[src/ex_pkg.sv]
`default_nettype none

package ex_pkg;

	//////////////////////////////////////////////////
	// widths

	localparam int unsigned xlen       = 32; // data word
	localparam int unsigned reg_addr_w = 5;  // gpr index
	localparam int unsigned aluop_w    = 8;
	localparam int unsigned alusel_w   = 3;
	localparam int unsigned exc_code_w = 5;

	//////////////////////////////////////////////////
	// operation codes, one per kept mnemonic

	// logic
	localparam logic [aluop_w-1:0] aluop_and   = 8'b0010_0100;
	localparam logic [aluop_w-1:0] aluop_or    = 8'b0010_0101;
	localparam logic [aluop_w-1:0] aluop_xor   = 8'b0010_0110;
	localparam logic [aluop_w-1:0] aluop_nor   = 8'b0010_0111;
	localparam logic [aluop_w-1:0] aluop_andi  = 8'b0101_1001;
	localparam logic [aluop_w-1:0] aluop_ori   = 8'b0101_1010;
	localparam logic [aluop_w-1:0] aluop_xori  = 8'b0101_1011;
	localparam logic [aluop_w-1:0] aluop_lui   = 8'b0101_1100;
	// shifts
	localparam logic [aluop_w-1:0] aluop_sll   = 8'b0111_1100;
	localparam logic [aluop_w-1:0] aluop_srl   = 8'b0000_0010;
	localparam logic [aluop_w-1:0] aluop_sra   = 8'b0000_0011;
	localparam logic [aluop_w-1:0] aluop_sllv  = 8'b0000_0100;
	localparam logic [aluop_w-1:0] aluop_srlv  = 8'b0000_0110;
	localparam logic [aluop_w-1:0] aluop_srav  = 8'b0000_0111;
	// hi/lo moves
	localparam logic [aluop_w-1:0] aluop_mfhi  = 8'b0001_0000;
	localparam logic [aluop_w-1:0] aluop_mthi  = 8'b0001_0001;
	localparam logic [aluop_w-1:0] aluop_mflo  = 8'b0001_0010;
	localparam logic [aluop_w-1:0] aluop_mtlo  = 8'b0001_0011;
	// arithmetic
	localparam logic [aluop_w-1:0] aluop_add   = 8'b0010_0000;
	localparam logic [aluop_w-1:0] aluop_addu  = 8'b0010_0001;
	localparam logic [aluop_w-1:0] aluop_sub   = 8'b0010_0010;
	localparam logic [aluop_w-1:0] aluop_subu  = 8'b0010_0011;
	localparam logic [aluop_w-1:0] aluop_slt   = 8'b0010_1010;
	localparam logic [aluop_w-1:0] aluop_sltu  = 8'b0010_1011;
	localparam logic [aluop_w-1:0] aluop_addi  = 8'b0101_0101;
	localparam logic [aluop_w-1:0] aluop_addiu = 8'b0101_0110;
	localparam logic [aluop_w-1:0] aluop_slti  = 8'b0101_0111;
	localparam logic [aluop_w-1:0] aluop_sltiu = 8'b0101_1000;
	localparam logic [aluop_w-1:0] aluop_mult  = 8'b0001_1000;
	localparam logic [aluop_w-1:0] aluop_multu = 8'b0001_1001;
	localparam logic [aluop_w-1:0] aluop_div   = 8'b0001_1010;
	localparam logic [aluop_w-1:0] aluop_divu  = 8'b0001_1011;

	// result classes
	localparam logic [alusel_w-1:0] alusel_logic  = 3'b001;
	localparam logic [alusel_w-1:0] alusel_shift  = 3'b010;
	localparam logic [alusel_w-1:0] alusel_move   = 3'b011;
	localparam logic [alusel_w-1:0] alusel_arith  = 3'b100;
	localparam logic [alusel_w-1:0] alusel_branch = 3'b110;
	localparam logic [alusel_w-1:0] alusel_mem    = 3'b111;

	localparam logic [exc_code_w-1:0] ec_none = 5'h1f; // no exception pending
	localparam logic [exc_code_w-1:0] ec_ov   = 5'h0c; // arithmetic overflow

	//////////////////////////////////////////////////
	// instruction word, r-type and i-type views

	typedef union packed {
		struct packed {
			logic [5:0] opcode;
			logic [4:0] rs;
			logic [4:0] rt;
			logic [4:0] rd;
			logic [4:0] shamt;
			logic [5:0] funct;
		} r_fmt;
		struct packed {
			logic [5:0]  opcode;
			logic [4:0]  rs;
			logic [4:0]  rt;
			logic [15:0] imm;
		} i_fmt;
	} inst_u;

endpackage

`default_nettype wire

[src/ex_logic_shift.sv]
`timescale 1ns/1ps
`default_nettype none

module ex_logic_shift (
	input  logic [ex_pkg::aluop_w-1:0] aluop_i,
	input  ex_pkg::inst_u              inst_i,
	input  logic [ex_pkg::xlen-1:0]    reg1_i, // rs
	input  logic [ex_pkg::xlen-1:0]    reg2_i, // rt, or the placed immediate
	output logic [ex_pkg::xlen-1:0]    logic_res_o,
	output logic [ex_pkg::xlen-1:0]    shift_res_o
);
	import ex_pkg::*;

	logic       fixed_sa; // shamt field vs rs
	logic [4:0] sa;

	// bitwise ops, immediates already sit in reg2_i
	always_comb begin
		case (aluop_i)
			aluop_and, aluop_andi: logic_res_o = reg1_i & reg2_i;
			aluop_or, aluop_ori:   logic_res_o = reg1_i | reg2_i;
			aluop_xor, aluop_xori: logic_res_o = reg1_i ^ reg2_i;
			aluop_nor:             logic_res_o = ~(reg1_i | reg2_i);
			aluop_lui:             logic_res_o = {inst_i.i_fmt.imm, 16'b0};
			default:               logic_res_o = '0;
		endcase
	end

	//////////////////////////////////////////////////
	// shifter, always moves rt

	assign fixed_sa = (aluop_i == aluop_sll) || (aluop_i == aluop_srl)
		|| (aluop_i == aluop_sra);
	assign sa = fixed_sa ? inst_i.r_fmt.shamt : reg1_i[4:0]; // variable form uses rs[4:0]

	always_comb begin
		case (aluop_i)
			aluop_sll, aluop_sllv: shift_res_o = reg2_i << sa;
			aluop_srl, aluop_srlv: shift_res_o = reg2_i >> sa;
			// arithmetic, sign fill
			aluop_sra, aluop_srav: shift_res_o = $signed(reg2_i) >>> sa;
			default:               shift_res_o = '0;
		endcase
	end

endmodule

`default_nettype wire

[src/ex_arith.sv]
`timescale 1ns/1ps
`default_nettype none

module ex_arith (
	input  logic [ex_pkg::aluop_w-1:0] aluop_i,
	input  logic [ex_pkg::xlen-1:0]    reg1_i,
	input  logic [ex_pkg::xlen-1:0]    reg2_i,
	output logic [ex_pkg::xlen-1:0]    arith_res_o,
	output logic [2*ex_pkg::xlen-1:0]  prod_o,
	output logic                       ovf_o
);
	import ex_pkg::*;

	logic [xlen:0]     sum_x;  // 33 bit, sign extended
	logic [xlen:0]     diff_x;
	logic              lt_s;
	logic              lt_u;
	logic              mul_s;  // signed multiply
	logic [2*xlen-1:0] mul_a;
	logic [2*xlen-1:0] mul_b;

	assign sum_x  = {reg1_i[xlen-1], reg1_i} + {reg2_i[xlen-1], reg2_i};
	assign diff_x = {reg1_i[xlen-1], reg1_i} - {reg2_i[xlen-1], reg2_i};
	assign lt_s   = $signed(reg1_i) < $signed(reg2_i);
	assign lt_u   = reg1_i < reg2_i;

	always_comb begin
		case (aluop_i)
			aluop_add, aluop_addi, aluop_addu, aluop_addiu: arith_res_o = sum_x[xlen-1:0];
			aluop_sub, aluop_subu:                          arith_res_o = diff_x[xlen-1:0];
			aluop_slt, aluop_slti:   arith_res_o = {{(xlen-1){1'b0}}, lt_s};
			aluop_sltu, aluop_sltiu: arith_res_o = {{(xlen-1){1'b0}}, lt_u};
			default:                 arith_res_o = '0;
		endcase
	end

	// trapping forms only, top two bits of the 33 bit result disagree
	always_comb begin
		case (aluop_i)
			aluop_add, aluop_addi: ovf_o = sum_x[xlen] ^ sum_x[xlen-1];
			aluop_sub:             ovf_o = diff_x[xlen] ^ diff_x[xlen-1];
			default:               ovf_o = 1'b0;
		endcase
	end

	//////////////////////////////////////////////////
	// one 64 bit multiplier for both signednesses

	assign mul_s = (aluop_i == aluop_mult);
	// low 64 bits of the extended product are the true signed product
	assign mul_a = {{xlen{mul_s & reg1_i[xlen-1]}}, reg1_i};
	assign mul_b = {{xlen{mul_s & reg2_i[xlen-1]}}, reg2_i};
	assign prod_o = mul_a * mul_b; // hi:lo

endmodule

`default_nettype wire

[src/ex_divider.sv]
`timescale 1ns/1ps
`default_nettype none

module ex_divider (
	input  logic                       clk,
	input  logic                       rst_n_i,
	input  logic [ex_pkg::aluop_w-1:0] aluop_i,
	input  logic [ex_pkg::xlen-1:0]    reg1_i, // dividend
	input  logic [ex_pkg::xlen-1:0]    reg2_i, // divisor, never zero
	output logic [2*ex_pkg::xlen-1:0]  div_res_o, // {rem, quo}
	output logic                       div_ready_o,
	output logic                       stall_o
);
	import ex_pkg::*;

	localparam logic [1:0] st_idle = 2'd0;
	localparam logic [1:0] st_busy = 2'd1;
	localparam logic [1:0] st_done = 2'd2;

	logic [1:0]      state;
	logic [4:0]      step;    // 32 steps, wraps at the end
	logic            is_div;
	logic            is_signed;
	logic [xlen-1:0] mag_a;
	logic [xlen-1:0] mag_b;
	logic [xlen-1:0] quo;     // dividend shifts out, quotient shifts in
	logic [xlen-1:0] rem;     // partial remainder
	logic [xlen-1:0] dvs;     // divisor magnitude
	logic            neg_q;
	logic            neg_r;
	logic [xlen:0]   trial;

	assign is_div    = (aluop_i == aluop_div) || (aluop_i == aluop_divu);
	assign is_signed = (aluop_i == aluop_div);

	// operand magnitudes, only DIV looks at the sign
	assign mag_a = (is_signed && reg1_i[xlen-1]) ? -reg1_i : reg1_i;
	assign mag_b = (is_signed && reg2_i[xlen-1]) ? -reg2_i : reg2_i;

	assign trial = {rem, quo[xlen-1]} - {1'b0, dvs};

	//////////////////////////////////////////////////
	// control

	always_ff @(posedge clk or negedge rst_n_i) begin
		if (!rst_n_i) begin
			state <= st_idle;
			step  <= '0;
		end else begin
			case (state)
				st_idle: begin
					step <= '0;
					if (is_div) state <= st_busy;
				end
				st_busy: begin
					step <= step + 5'd1;
					if (step == 5'd31) state <= st_done; // last restoring step
				end
				default: state <= st_idle; // done lasts one cycle
			endcase
		end
	end

	// datapath, one restoring step per busy cycle
	always_ff @(posedge clk) begin
		if (state == st_idle && is_div) begin
			quo   <= mag_a;
			rem   <= '0;
			dvs   <= mag_b;
			neg_q <= is_signed & (reg1_i[xlen-1] ^ reg2_i[xlen-1]);
			neg_r <= is_signed & reg1_i[xlen-1]; // remainder follows dividend
		end else if (state == st_busy) begin
			if (!trial[xlen]) begin
				rem <= trial[xlen-1:0]; // divisor fits
				quo <= {quo[xlen-2:0], 1'b1};
			end else begin
				rem <= {rem[xlen-2:0], quo[xlen-1]}; // restore
				quo <= {quo[xlen-2:0], 1'b0};
			end
		end
	end

	assign div_res_o   = {neg_r ? -rem : rem, neg_q ? -quo : quo};
	assign div_ready_o = (state == st_done);
	assign stall_o     = is_div && (state != st_done); // hold pipe until result

endmodule

`default_nettype wire

[src/ex_hilo.sv]
`timescale 1ns/1ps
`default_nettype none

module ex_hilo (
	input  logic [ex_pkg::aluop_w-1:0] aluop_i,
	input  logic [ex_pkg::xlen-1:0]    reg1_i,
	input  logic [ex_pkg::xlen-1:0]    hi_i,
	input  logic [ex_pkg::xlen-1:0]    lo_i,
	input  logic                       mem_whilo_i,
	input  logic [ex_pkg::xlen-1:0]    mem_hi_i,
	input  logic [ex_pkg::xlen-1:0]    mem_lo_i,
	input  logic                       wb_whilo_i,
	input  logic [ex_pkg::xlen-1:0]    wb_hi_i,
	input  logic [ex_pkg::xlen-1:0]    wb_lo_i,
	input  logic [2*ex_pkg::xlen-1:0]  prod_i,
	input  logic [2*ex_pkg::xlen-1:0]  div_res_i,
	input  logic                       div_ready_i,
	output logic [ex_pkg::xlen-1:0]    move_res_o,
	output logic                       whilo_o,
	output logic [ex_pkg::xlen-1:0]    hi_o,
	output logic [ex_pkg::xlen-1:0]    lo_o
);
	import ex_pkg::*;

	logic [xlen-1:0] hi_fwd;
	logic [xlen-1:0] lo_fwd;

	// newest hi/lo, mem stage wins over wb
	assign hi_fwd = mem_whilo_i ? mem_hi_i : (wb_whilo_i ? wb_hi_i : hi_i);
	assign lo_fwd = mem_whilo_i ? mem_lo_i : (wb_whilo_i ? wb_lo_i : lo_i);

	always_comb begin
		case (aluop_i)
			aluop_mfhi: move_res_o = hi_fwd;
			aluop_mflo: move_res_o = lo_fwd;
			default:    move_res_o = '0;
		endcase
	end

	// write request to hi/lo
	always_comb begin
		whilo_o      = 1'b1;
		{hi_o, lo_o} = '0;
		case (aluop_i)
			aluop_mult, aluop_multu: {hi_o, lo_o} = prod_i;
			aluop_mthi:              {hi_o, lo_o} = {reg1_i, lo_fwd}; // lo kept
			aluop_mtlo:              {hi_o, lo_o} = {hi_fwd, reg1_i};
			aluop_div, aluop_divu: begin
				{hi_o, lo_o} = div_res_i;
				whilo_o      = div_ready_i; // only once the quotient is there
			end
			default:                 whilo_o = 1'b0;
		endcase
	end

endmodule

`default_nettype wire

[src/ex_result_sel.sv]
`timescale 1ns/1ps
`default_nettype none

module ex_result_sel (
	input  logic [ex_pkg::alusel_w-1:0]   alusel_i,
	input  ex_pkg::inst_u                 inst_i,
	input  logic [ex_pkg::xlen-1:0]       reg1_i,  // base register
	input  logic [ex_pkg::xlen-1:0]       pc_i,
	input  logic [ex_pkg::reg_addr_w-1:0] wd_i,
	input  logic                          wreg_i,
	input  logic                          in_delay_i,
	input  logic [ex_pkg::xlen-1:0]       link_addr_i,
	input  logic [ex_pkg::exc_code_w-1:0] exc_code_i,
	input  logic [ex_pkg::xlen-1:0]       exc_epc_i,
	input  logic [ex_pkg::xlen-1:0]       logic_res_i,
	input  logic [ex_pkg::xlen-1:0]       shift_res_i,
	input  logic [ex_pkg::xlen-1:0]       move_res_i,
	input  logic [ex_pkg::xlen-1:0]       arith_res_i,
	input  logic                          ovf_i,
	output logic [ex_pkg::xlen-1:0]       wdata_o,
	output logic                          wreg_o,
	output logic [ex_pkg::reg_addr_w-1:0] wd_o,
	output logic [ex_pkg::xlen-1:0]       mem_addr_o,
	output logic [ex_pkg::exc_code_w-1:0] exc_code_o,
	output logic [ex_pkg::xlen-1:0]       exc_epc_o
);
	import ex_pkg::*;

	logic [xlen-1:0] imm_sx; // sign extended offset

	always_comb begin
		case (alusel_i)
			alusel_logic:  wdata_o = logic_res_i;
			alusel_shift:  wdata_o = shift_res_i;
			alusel_move:   wdata_o = move_res_i;
			alusel_arith:  wdata_o = arith_res_i;
			alusel_branch: wdata_o = link_addr_i; // return address
			default:       wdata_o = '0;
		endcase
	end

	assign imm_sx     = {{(xlen-16){inst_i.i_fmt.imm[15]}}, inst_i.i_fmt.imm};
	assign mem_addr_o = (alusel_i == alusel_mem) ? reg1_i + imm_sx : '0;

	// overflow kills the write and takes over the exception fields
	assign wd_o       = wd_i;
	assign wreg_o     = wreg_i & ~ovf_i;
	assign exc_code_o = ovf_i ? ec_ov : exc_code_i;
	// epc points at the branch when in a delay slot
	assign exc_epc_o  = !ovf_i ? exc_epc_i : (in_delay_i ? pc_i - xlen'(4) : pc_i);

endmodule

`default_nettype wire

[src/ex_stage.sv]
`timescale 1ns/1ps
`default_nettype none

module ex_stage (
	input  logic                          clk,
	input  logic                          rst_n_i,
	input  logic [ex_pkg::alusel_w-1:0]   alusel_i,
	input  logic [ex_pkg::aluop_w-1:0]    aluop_i,
	input  ex_pkg::inst_u                 inst_i,
	input  logic [ex_pkg::xlen-1:0]       reg1_i,
	input  logic [ex_pkg::xlen-1:0]       reg2_i,
	input  logic [ex_pkg::xlen-1:0]       pc_i,
	input  logic [ex_pkg::reg_addr_w-1:0] wd_i,
	input  logic                          wreg_i,
	input  logic                          in_delay_i,
	input  logic [ex_pkg::xlen-1:0]       link_addr_i,
	// hi/lo file and forwarding
	input  logic [ex_pkg::xlen-1:0]       hi_i,
	input  logic [ex_pkg::xlen-1:0]       lo_i,
	input  logic                          mem_whilo_i,
	input  logic [ex_pkg::xlen-1:0]       mem_hi_i,
	input  logic [ex_pkg::xlen-1:0]       mem_lo_i,
	input  logic                          wb_whilo_i,
	input  logic [ex_pkg::xlen-1:0]       wb_hi_i,
	input  logic [ex_pkg::xlen-1:0]       wb_lo_i,
	input  logic [ex_pkg::exc_code_w-1:0] exc_code_i,
	input  logic [ex_pkg::xlen-1:0]       exc_epc_i,
	output logic [ex_pkg::reg_addr_w-1:0] wd_o,
	output logic                          wreg_o,
	output logic [ex_pkg::xlen-1:0]       wdata_o,
	output logic                          whilo_o,
	output logic [ex_pkg::xlen-1:0]       hi_o,
	output logic [ex_pkg::xlen-1:0]       lo_o,
	output logic [ex_pkg::xlen-1:0]       mem_addr_o,
	output logic [ex_pkg::exc_code_w-1:0] exc_code_o,
	output logic [ex_pkg::xlen-1:0]       exc_epc_o,
	output logic                          stall_o
);
	import ex_pkg::*;

	logic [xlen-1:0]   logic_res;
	logic [xlen-1:0]   shift_res;
	logic [xlen-1:0]   move_res;
	logic [xlen-1:0]   arith_res;
	logic [2*xlen-1:0] prod;
	logic              ovf;
	logic [2*xlen-1:0] div_res;
	logic              div_ready;

	//////////////////////////////////////////////////
	// units

	ex_logic_shift u_logic_shift (.aluop_i, .inst_i, .reg1_i, .reg2_i,
		.logic_res_o(logic_res), .shift_res_o(shift_res));

	ex_arith u_arith (.aluop_i, .reg1_i, .reg2_i,
		.arith_res_o(arith_res), .prod_o(prod), .ovf_o(ovf));

	ex_divider u_divider (.clk, .rst_n_i, .aluop_i, .reg1_i, .reg2_i,
		.div_res_o(div_res), .div_ready_o(div_ready), .stall_o);

	ex_hilo u_hilo (.aluop_i, .reg1_i, .hi_i, .lo_i,
		.mem_whilo_i, .mem_hi_i, .mem_lo_i, .wb_whilo_i, .wb_hi_i, .wb_lo_i,
		.prod_i(prod), .div_res_i(div_res), .div_ready_i(div_ready),
		.move_res_o(move_res), .whilo_o, .hi_o, .lo_o);

	ex_result_sel u_result_sel (.alusel_i, .inst_i, .reg1_i, .pc_i, .wd_i, .wreg_i,
		.in_delay_i, .link_addr_i, .exc_code_i, .exc_epc_i,
		.logic_res_i(logic_res), .shift_res_i(shift_res),
		.move_res_i(move_res), .arith_res_i(arith_res), .ovf_i(ovf),
		.wdata_o, .wreg_o, .wd_o, .mem_addr_o, .exc_code_o, .exc_epc_o);

endmodule

`default_nettype wire

[config.mk]
export PLATFORM = sky130hd
export DESIGN_NAME = ex_stage
export DESIGN_NICKNAME = d
export VERILOG_FILES = /design/src/ex_pkg.sv /design/src/ex_logic_shift.sv /design/src/ex_arith.sv /design/src/ex_divider.sv /design/src/ex_hilo.sv /design/src/ex_result_sel.sv /design/src/ex_stage.sv
export SDC_FILE = /design/constraint.sdc
export NUM_CORES = 2
export LEC_CHECK = 0
export BUFFER_PORTS_ARGS = -buffer_cell sky130_fd_sc_hd__buf_4
export CAP_MARGIN = 20
export CORE_MARGIN = 5
export CORE_UTILIZATION = 40
export CTS_CLUSTER_SIZE = 12
export DETAILED_ROUTE_END_ITERATION = 12
export PLACE_DENSITY_LB_ADDON = 0.08
export SYNTH_ARGS = -nofsm -noshare
export SYNTH_HDL_FRONTEND = slang
export SYNTH_SLANG_ARGS = --single-unit
[constraint.sdc]
create_clock -name clk -period 11.7 [get_ports clk]
set_input_delay 1.755 -clock clk [delete_from_list [all_inputs] [get_ports clk]]
set_output_delay 1.755 -clock clk [all_outputs]
set_load 0.03 [all_outputs]
== After elaboration in Yosys (flattened, before gate mapping) ==
Cells that the tools add are included.
W data, S select, Z words.

* Bits in registers: 105
* Bits in latches: 0
* Memory bits (writable): 0
* Memory bits (read-only): 0
* Input port bits: 411
* Logic and storage cells: 135
* Memories kept: 0

* Add/subtract/negate cells: 10
* Multipliers: 1
* Divide/modulo/power cells: 0
* $lt $le $gt $ge: 2
* Equality and inequality tests: 44
* Shift operators: 3
* Multiplexer cells: 30
* Bitwise logic cells: 13
* Reduce and logical (&&, ||, !) cells: 25

{| class="wikitable"
|+ Operators with widths
! kind !! count
|-
| $mux W32 || 14
|-
| $pmux W32 S4 || 3
|-
| $pmux W32 S5 || 2
|-
| $neg A32 Y32 || 4
|-
| $pmux W32 S3 || 1
|-
| $eq A8 B6 Y1 const B || 10
|-
| $eq A8 B7 Y1 const B || 9
|-
| $eq A8 B5 Y1 const B || 8
|-
| $lt A32 B32 Y1 || 2
|-
| $mul A33 B33 Y64 || 1
|-
| $pmux W32 S2 || 1
|-
| $add A32 B32 Y33 || 1
|-
| $sub A32 B32 Y33 || 1
|-
| $sub A33 B32 Y33 || 1
|-
| $add A32 B32 Y32 || 1
|-
| $and A32 B32 Y32 || 1
|-
| $not A32 Y32 || 1
|-
| $or A32 B32 Y32 || 1
|-
| $shl A32 B5 Y32 || 1
|-
| $shr A32 B5 Y32 || 1
|-
| $sshr A32 B5 Y32 || 1
|-
| $sub A32 B3 Y32 const B || 1
|-
| $xor A32 B32 Y32 || 1
|-
| $eq A8 B3 Y1 const B || 3
|-
| 26 further kinds || 58
|}

== Logic depth before layout (Yosys ltp) ==
* Depth after elaboration: 7
* Depth in mapped cells: 36
* Gate-level depth less buffers: 32

== Hierarchy ==
Synthesis repeated with hierarchy kept, for this count alone.

* Cell total of the unflattened synthesis: 7786
* Area, all modules: 64403.0 µm²

{| class="wikitable"
|+ By module, submodules not included
! module !! instances !! cells each !! area an instance (µm²) !! seq. area each (µm²)
|-
| ex_arith || 1 || 4677 || 41128.2 || 0.0
|-
| ex_divider || 1 || 972 || 8284.2 || 2797.7
|-
| ex_logic_shift || 1 || 947 || 6638.9 || 0.0
|-
| ex_hilo || 1 || 572 || 4176.5 || 0.0
|-
| ex_result_sel || 1 || 618 || 4175.3 || 0.0
|}

== Worst setup path before layout ==
OpenSTA, ideal clock, no wires.

* Path kind: input port to output port
* Start: input aluop_i[7] (netlist bit)
* End: output hi_o[31] (netlist bit)
* Arrival: 10440 ps
* Required time: 9945 ps
* Slack: -495 ps
* Stages: 33
* Path buffers: 3
* Cells stage by stage: clkbuf_1 -> nor2_1 -> nand3b_1 -> nor2_1 -> buf_1 -> and3_1 -> clkbuf_1 -> nand2_1 -> inv_1 -> fa_1 -> fa_1 -> fa_1 -> inv_1 -> fa_1 -> inv_1 -> fa_1 -> fa_1 -> inv_1 -> fa_1 -> fa_1 -> inv_1 -> ha_1 -> a21o_1 -> o21bai_1 -> a221oi_1 -> o21ai_0 -> a211oi_1 -> o221ai_1 -> a221oi_1 -> o21ai_0 -> a21oi_1 -> xnor2_1 -> o21ai_1

* Cells in the longest elaborated chain, start to end: 4
* Elaborated cells between the ends (all ways): 12
* Classes of those cells: 1 x mul; 6 x eq/ne; 1 x mux; 2 x bitwise; 2 x reduce/logical

{| class="wikitable"
|+ Ends and longest elaborated chain
! item !! RTL line !! text
|-
| from (decl) || ex_stage.sv:8 || <nowiki>input logic [ex_pkg::aluop_w-1:0] aluop_i,</nowiki>
|-
| $eq A8 B5 Y1 || ex_arith.sv:49, ex_hilo.sv:44 ||
|-
| $and A1 B1 Y1 (on tied branches) || ex_arith.sv:51, ex_arith.sv:52 ||
|-
| $mul A33 B33 Y64 || ex_arith.sv:53 || <nowiki>assign prod_o = mul_a * mul_b;</nowiki>
|-
| $pmux W32 S4 * || ex_hilo.sv:44 || <nowiki>case (aluop_i)</nowiki>
|-
| to (decl) || ex_stage.sv:32 || <nowiki>output logic [ex_pkg::xlen-1:0] hi_o,</nowiki>
|}

Mark *: on every way between the ends. The rest lies on a longest branch, timed or not.

== Final worst setup path ==
* Start: input aluop_i[6] (netlist bit)
* End: output hi_o[31] (netlist bit)

Same word-level chain as after synthesis.

==> flow_summary.yaml <==
detailed_routing:
  ant_nets: 0
  wl_per_cell_um: 32.2
  post-route-drc-count: 0
  num_vias: 61300
  drtIter0Drc: 6719
  firstDrtPassIters: 10
  routed_wl_um: 339000
  vias_per_cell: 5.82
critical_path:
  crit_required_ps: 9950
  crit_family: "adder cells"
  cp_common_cell: "fa_1"
  r2r-start: "u_divider.quo[31]"
  slowest_delay_ps: 650
  cp_slowest_cell: "fa_2"
  reg2reg_to: "u_divider.rem[4]"
  critical_path.n_buffers_inverters: 9
  cp-end-kind: "primary output"
  critPathArrivalTime_ps: 10160
  crit_fanout: 6
  path_class: "primary input to primary output"
  reg2regPathDepth: 14
  rrSetupSlack_ps: 6950
  crit_path_start_kind: "primary input"
hold_path:
  holdCritPathClass: "flip-flop to flip-flop"
  hold_depth: 2
  holdPathEnd: "u_divider.step[4]"
  hold_path.startpoint: "u_divider.step[4]"
finish:
  syn2layout_area_growth_pct: 23.3
  drive_gt1_frac: 0.213
  fin_nets: 10400
  fillers: 15000
placement:
  gp_congestion: 1.06
  dp_hpwl_um: 292000
  io_buffer_count: 557
timing:
  clock_skew_ps: 25.3
  finalCritPeriodShare: 1.02
  clock.fmax_mhz: 83.9
  layout_setup_ws_ps: -213
  worstMarginPinSlew_ps: 1380
  hold_violations: 0
  finalSetupViolCount: 7
  post-route-min-period_ps: 11910
  slew_headroom: 0.0723
  rsz0062_at_grt: "true"
  slew_viol_final: 0
  hold_ws_ps: 503
yosys:
  synth-seq-cells: 105
  synth-seq-area-share: 0.0463
  synthFlopType: "edfxtp_1"
  postSynthAreaPerCell_um2: 8.08
  synth_cell_types: 104
  synth_nets: 9404
  synth_edf_count: 66
  syn_area_um2: 60500
  ys_warn_count: 0
  async_flop_share: 0.0667
  synth_cells: 7486
clock_tree:
  cts.clk_slew.worst_paths_ps: 90
  clockBufferDepth: 2
  root_buffer: "clkbuf_16"
  cts_made_buffers: 9
  clock_latency_ps: 400
  cts_tree: "done"
  clock-sinks: 105
  ctsHoldBuffers: 0
  cts.htree.levels: 3
floorplanning:
  initial_core_util: 0.403
  die_x_um: 399
  rows: 142
  die_h_um: 399
  io_pins: 584
  coreArea_um2: 150000
  dieArea_um2: 159000
global_routing:
  antenna_found_initial: 33
  overflow: 0
  grt_max_degree: 78
  grt_usage: 0.420
  grt_pass1_wl_um: 470000
  grt_pass1_vias: 61800
status:
  outcome: "finished, violations left"
  violations: "setup timing"
run:
  cap_violations: 0
## state kept, by name (all words and copies together), names as in the netlist
signal,cells
u_divider.quo,32
u_divider.step,5
u_divider.state,2
u_divider.dvs,32
u_divider.neg_r,1
u_divider.neg_q,1
u_divider.rem,32
## per-layer routing
metal,track usage,vias to the layer above,part of all wire
li1,-,26100,-
met1,0.529,31000,0.38
met2,0.635,3359,0.43
met3,0.0973,850,0.096
met4,0.304,20,0.090
met5,0,-,0.00038
## worst register-to-register path, cell delays in order (launching register included)
cell	delay, ps
edfxtp_1	320
inv_1	120
ha_1	250
fa_1	410
nor2b_1	190
o31a_1	210
o21ai_1	150
a21oi_1	520
a211oi_1	260
or3_1	500
o21a_1	260
o311ai_4	380
buf_4	480
nor2_1	280
a221o_1	330
## per-stage QoR
step           setup TNS [ps]  cells  worst slack (ps)   util  cell area, um2
6_report                 -924  10500              -213  0.497           74500
5_1_grt                 -3330  10500              -466  0.496           74500
4_1_cts                  -969  10500              -240  0.492           73800
3_5_place_dp            -8780  10500              -842  0.485           72800
3_3_place_gp            -7240  10500              -802  0.485           72800
2_1_floorplan               0   7486              23.2      -           60500
## cells in the mapped netlist, drive strengths merged, types with 49 or more instances
| library cell | instances | area [um2] |
|---|---|---|
| edfxtp | 66 | 1980 |
| nor3 | 66 | 330 |
| xor2 | 98 | 858 |
| nor2 | 748 | 2810 |
| ha | 378 | 4730 |
| nand3 | 88 | 440 |
| a21o | 84 | 631 |
| a21oi | 337 | 1700 |
| buf | 144 | 659 |
| inv | 1298 | 4870 |
| xnor2 | 175 | 1530 |
| fa | 1129 | 22600 |
| o22ai | 82 | 513 |
| clkbuf | 349 | 1310 |
| mux2i | 183 | 1850 |
| nand2 | 1028 | 3860 |
| a31oi | 55 | 350 |
| o221ai | 49 | 442 |
| o21ai | 334 | 1670 |
## cell families after synthesis
group	synth area share
AND/OR/NAND/NOR	0.154
buffers and inverters	0.114
adder cells (fa/ha/maj)	0.452
AO/OA/AOI/OAI	0.144
XOR/XNOR	0.0396
multiplexers	0.0507
flip-flops	0.0463
## cells in the final DEF (no fill, tap or decap), drive strengths merged, types with 20 or more instances in the layout
| cell | n |
|---|---|
| diode | 25 |
| buf | 1494 |
| a211oi | 29 |
| dfxtp | 32 |
| nor3 | 66 |
| o221ai | 49 |
| nor2 | 748 |
| o21a | 20 |
| o31ai | 46 |
| inv | 1298 |
| nand2b | 34 |
| a222oi | 30 |
| and2 | 41 |
| and3 | 30 |
| o22ai | 82 |
| o21ai | 334 |
| nand3 | 88 |
| nand4 | 25 |
| mux4 | 30 |
| xnor2 | 175 |
| a21o | 84 |
| or3 | 34 |
| mux2 | 48 |
| xor2 | 98 |
| a21oi | 337 |
| edfxtp | 66 |
| o21bai | 24 |
| clkinv | 20 |
| a221oi | 27 |
| nand2 | 1028 |
| o211ai | 45 |
| mux2i | 183 |
| nor4 | 32 |
| ha | 378 |
| a221o | 39 |
| a31oi | 55 |
| fa | 1129 |
## worst max-delay path by stage
stage | start | end | depth (start not counted)
global placement | aluop_i[6] | hi_o[31] | 36
global route | aluop_i[6] | hi_o[22] | 36
detailed placement | aluop_i[6] | hi_o[31] | 36
CTS | aluop_i[6] | hi_o[22] | 35
floorplan | aluop_i[7] | hi_o[29] | 31
finish | aluop_i[6] | hi_o[31] | 34
## repair_timing
action / 4_1_cts / 5_1_grt
gates cloned: 1 / 0
setup buffers: 18 / 19
endpoints found under the setup margin: 22 / 26
gates resized for setup: 117 / 131
pin swaps: 53 / 50
## cell type report
cell class	count	area, um2	share of cell area
inverters	1315	4950	0.0664
diodes	25	62.6	0.000839
multi-input cells	5573	51700	0.694
clock inverters	7	96.3	0.00129
flip-flops and latches	105	2800	0.0375
clock buffers	9	225	0.00302
repair buffers	1495	12200	0.163
well taps	2016	2520	0.0338
Power is left out: the tool's default activity adds up to more than one toggle a clock period on the data nets, which glitch-free logic cannot reach.
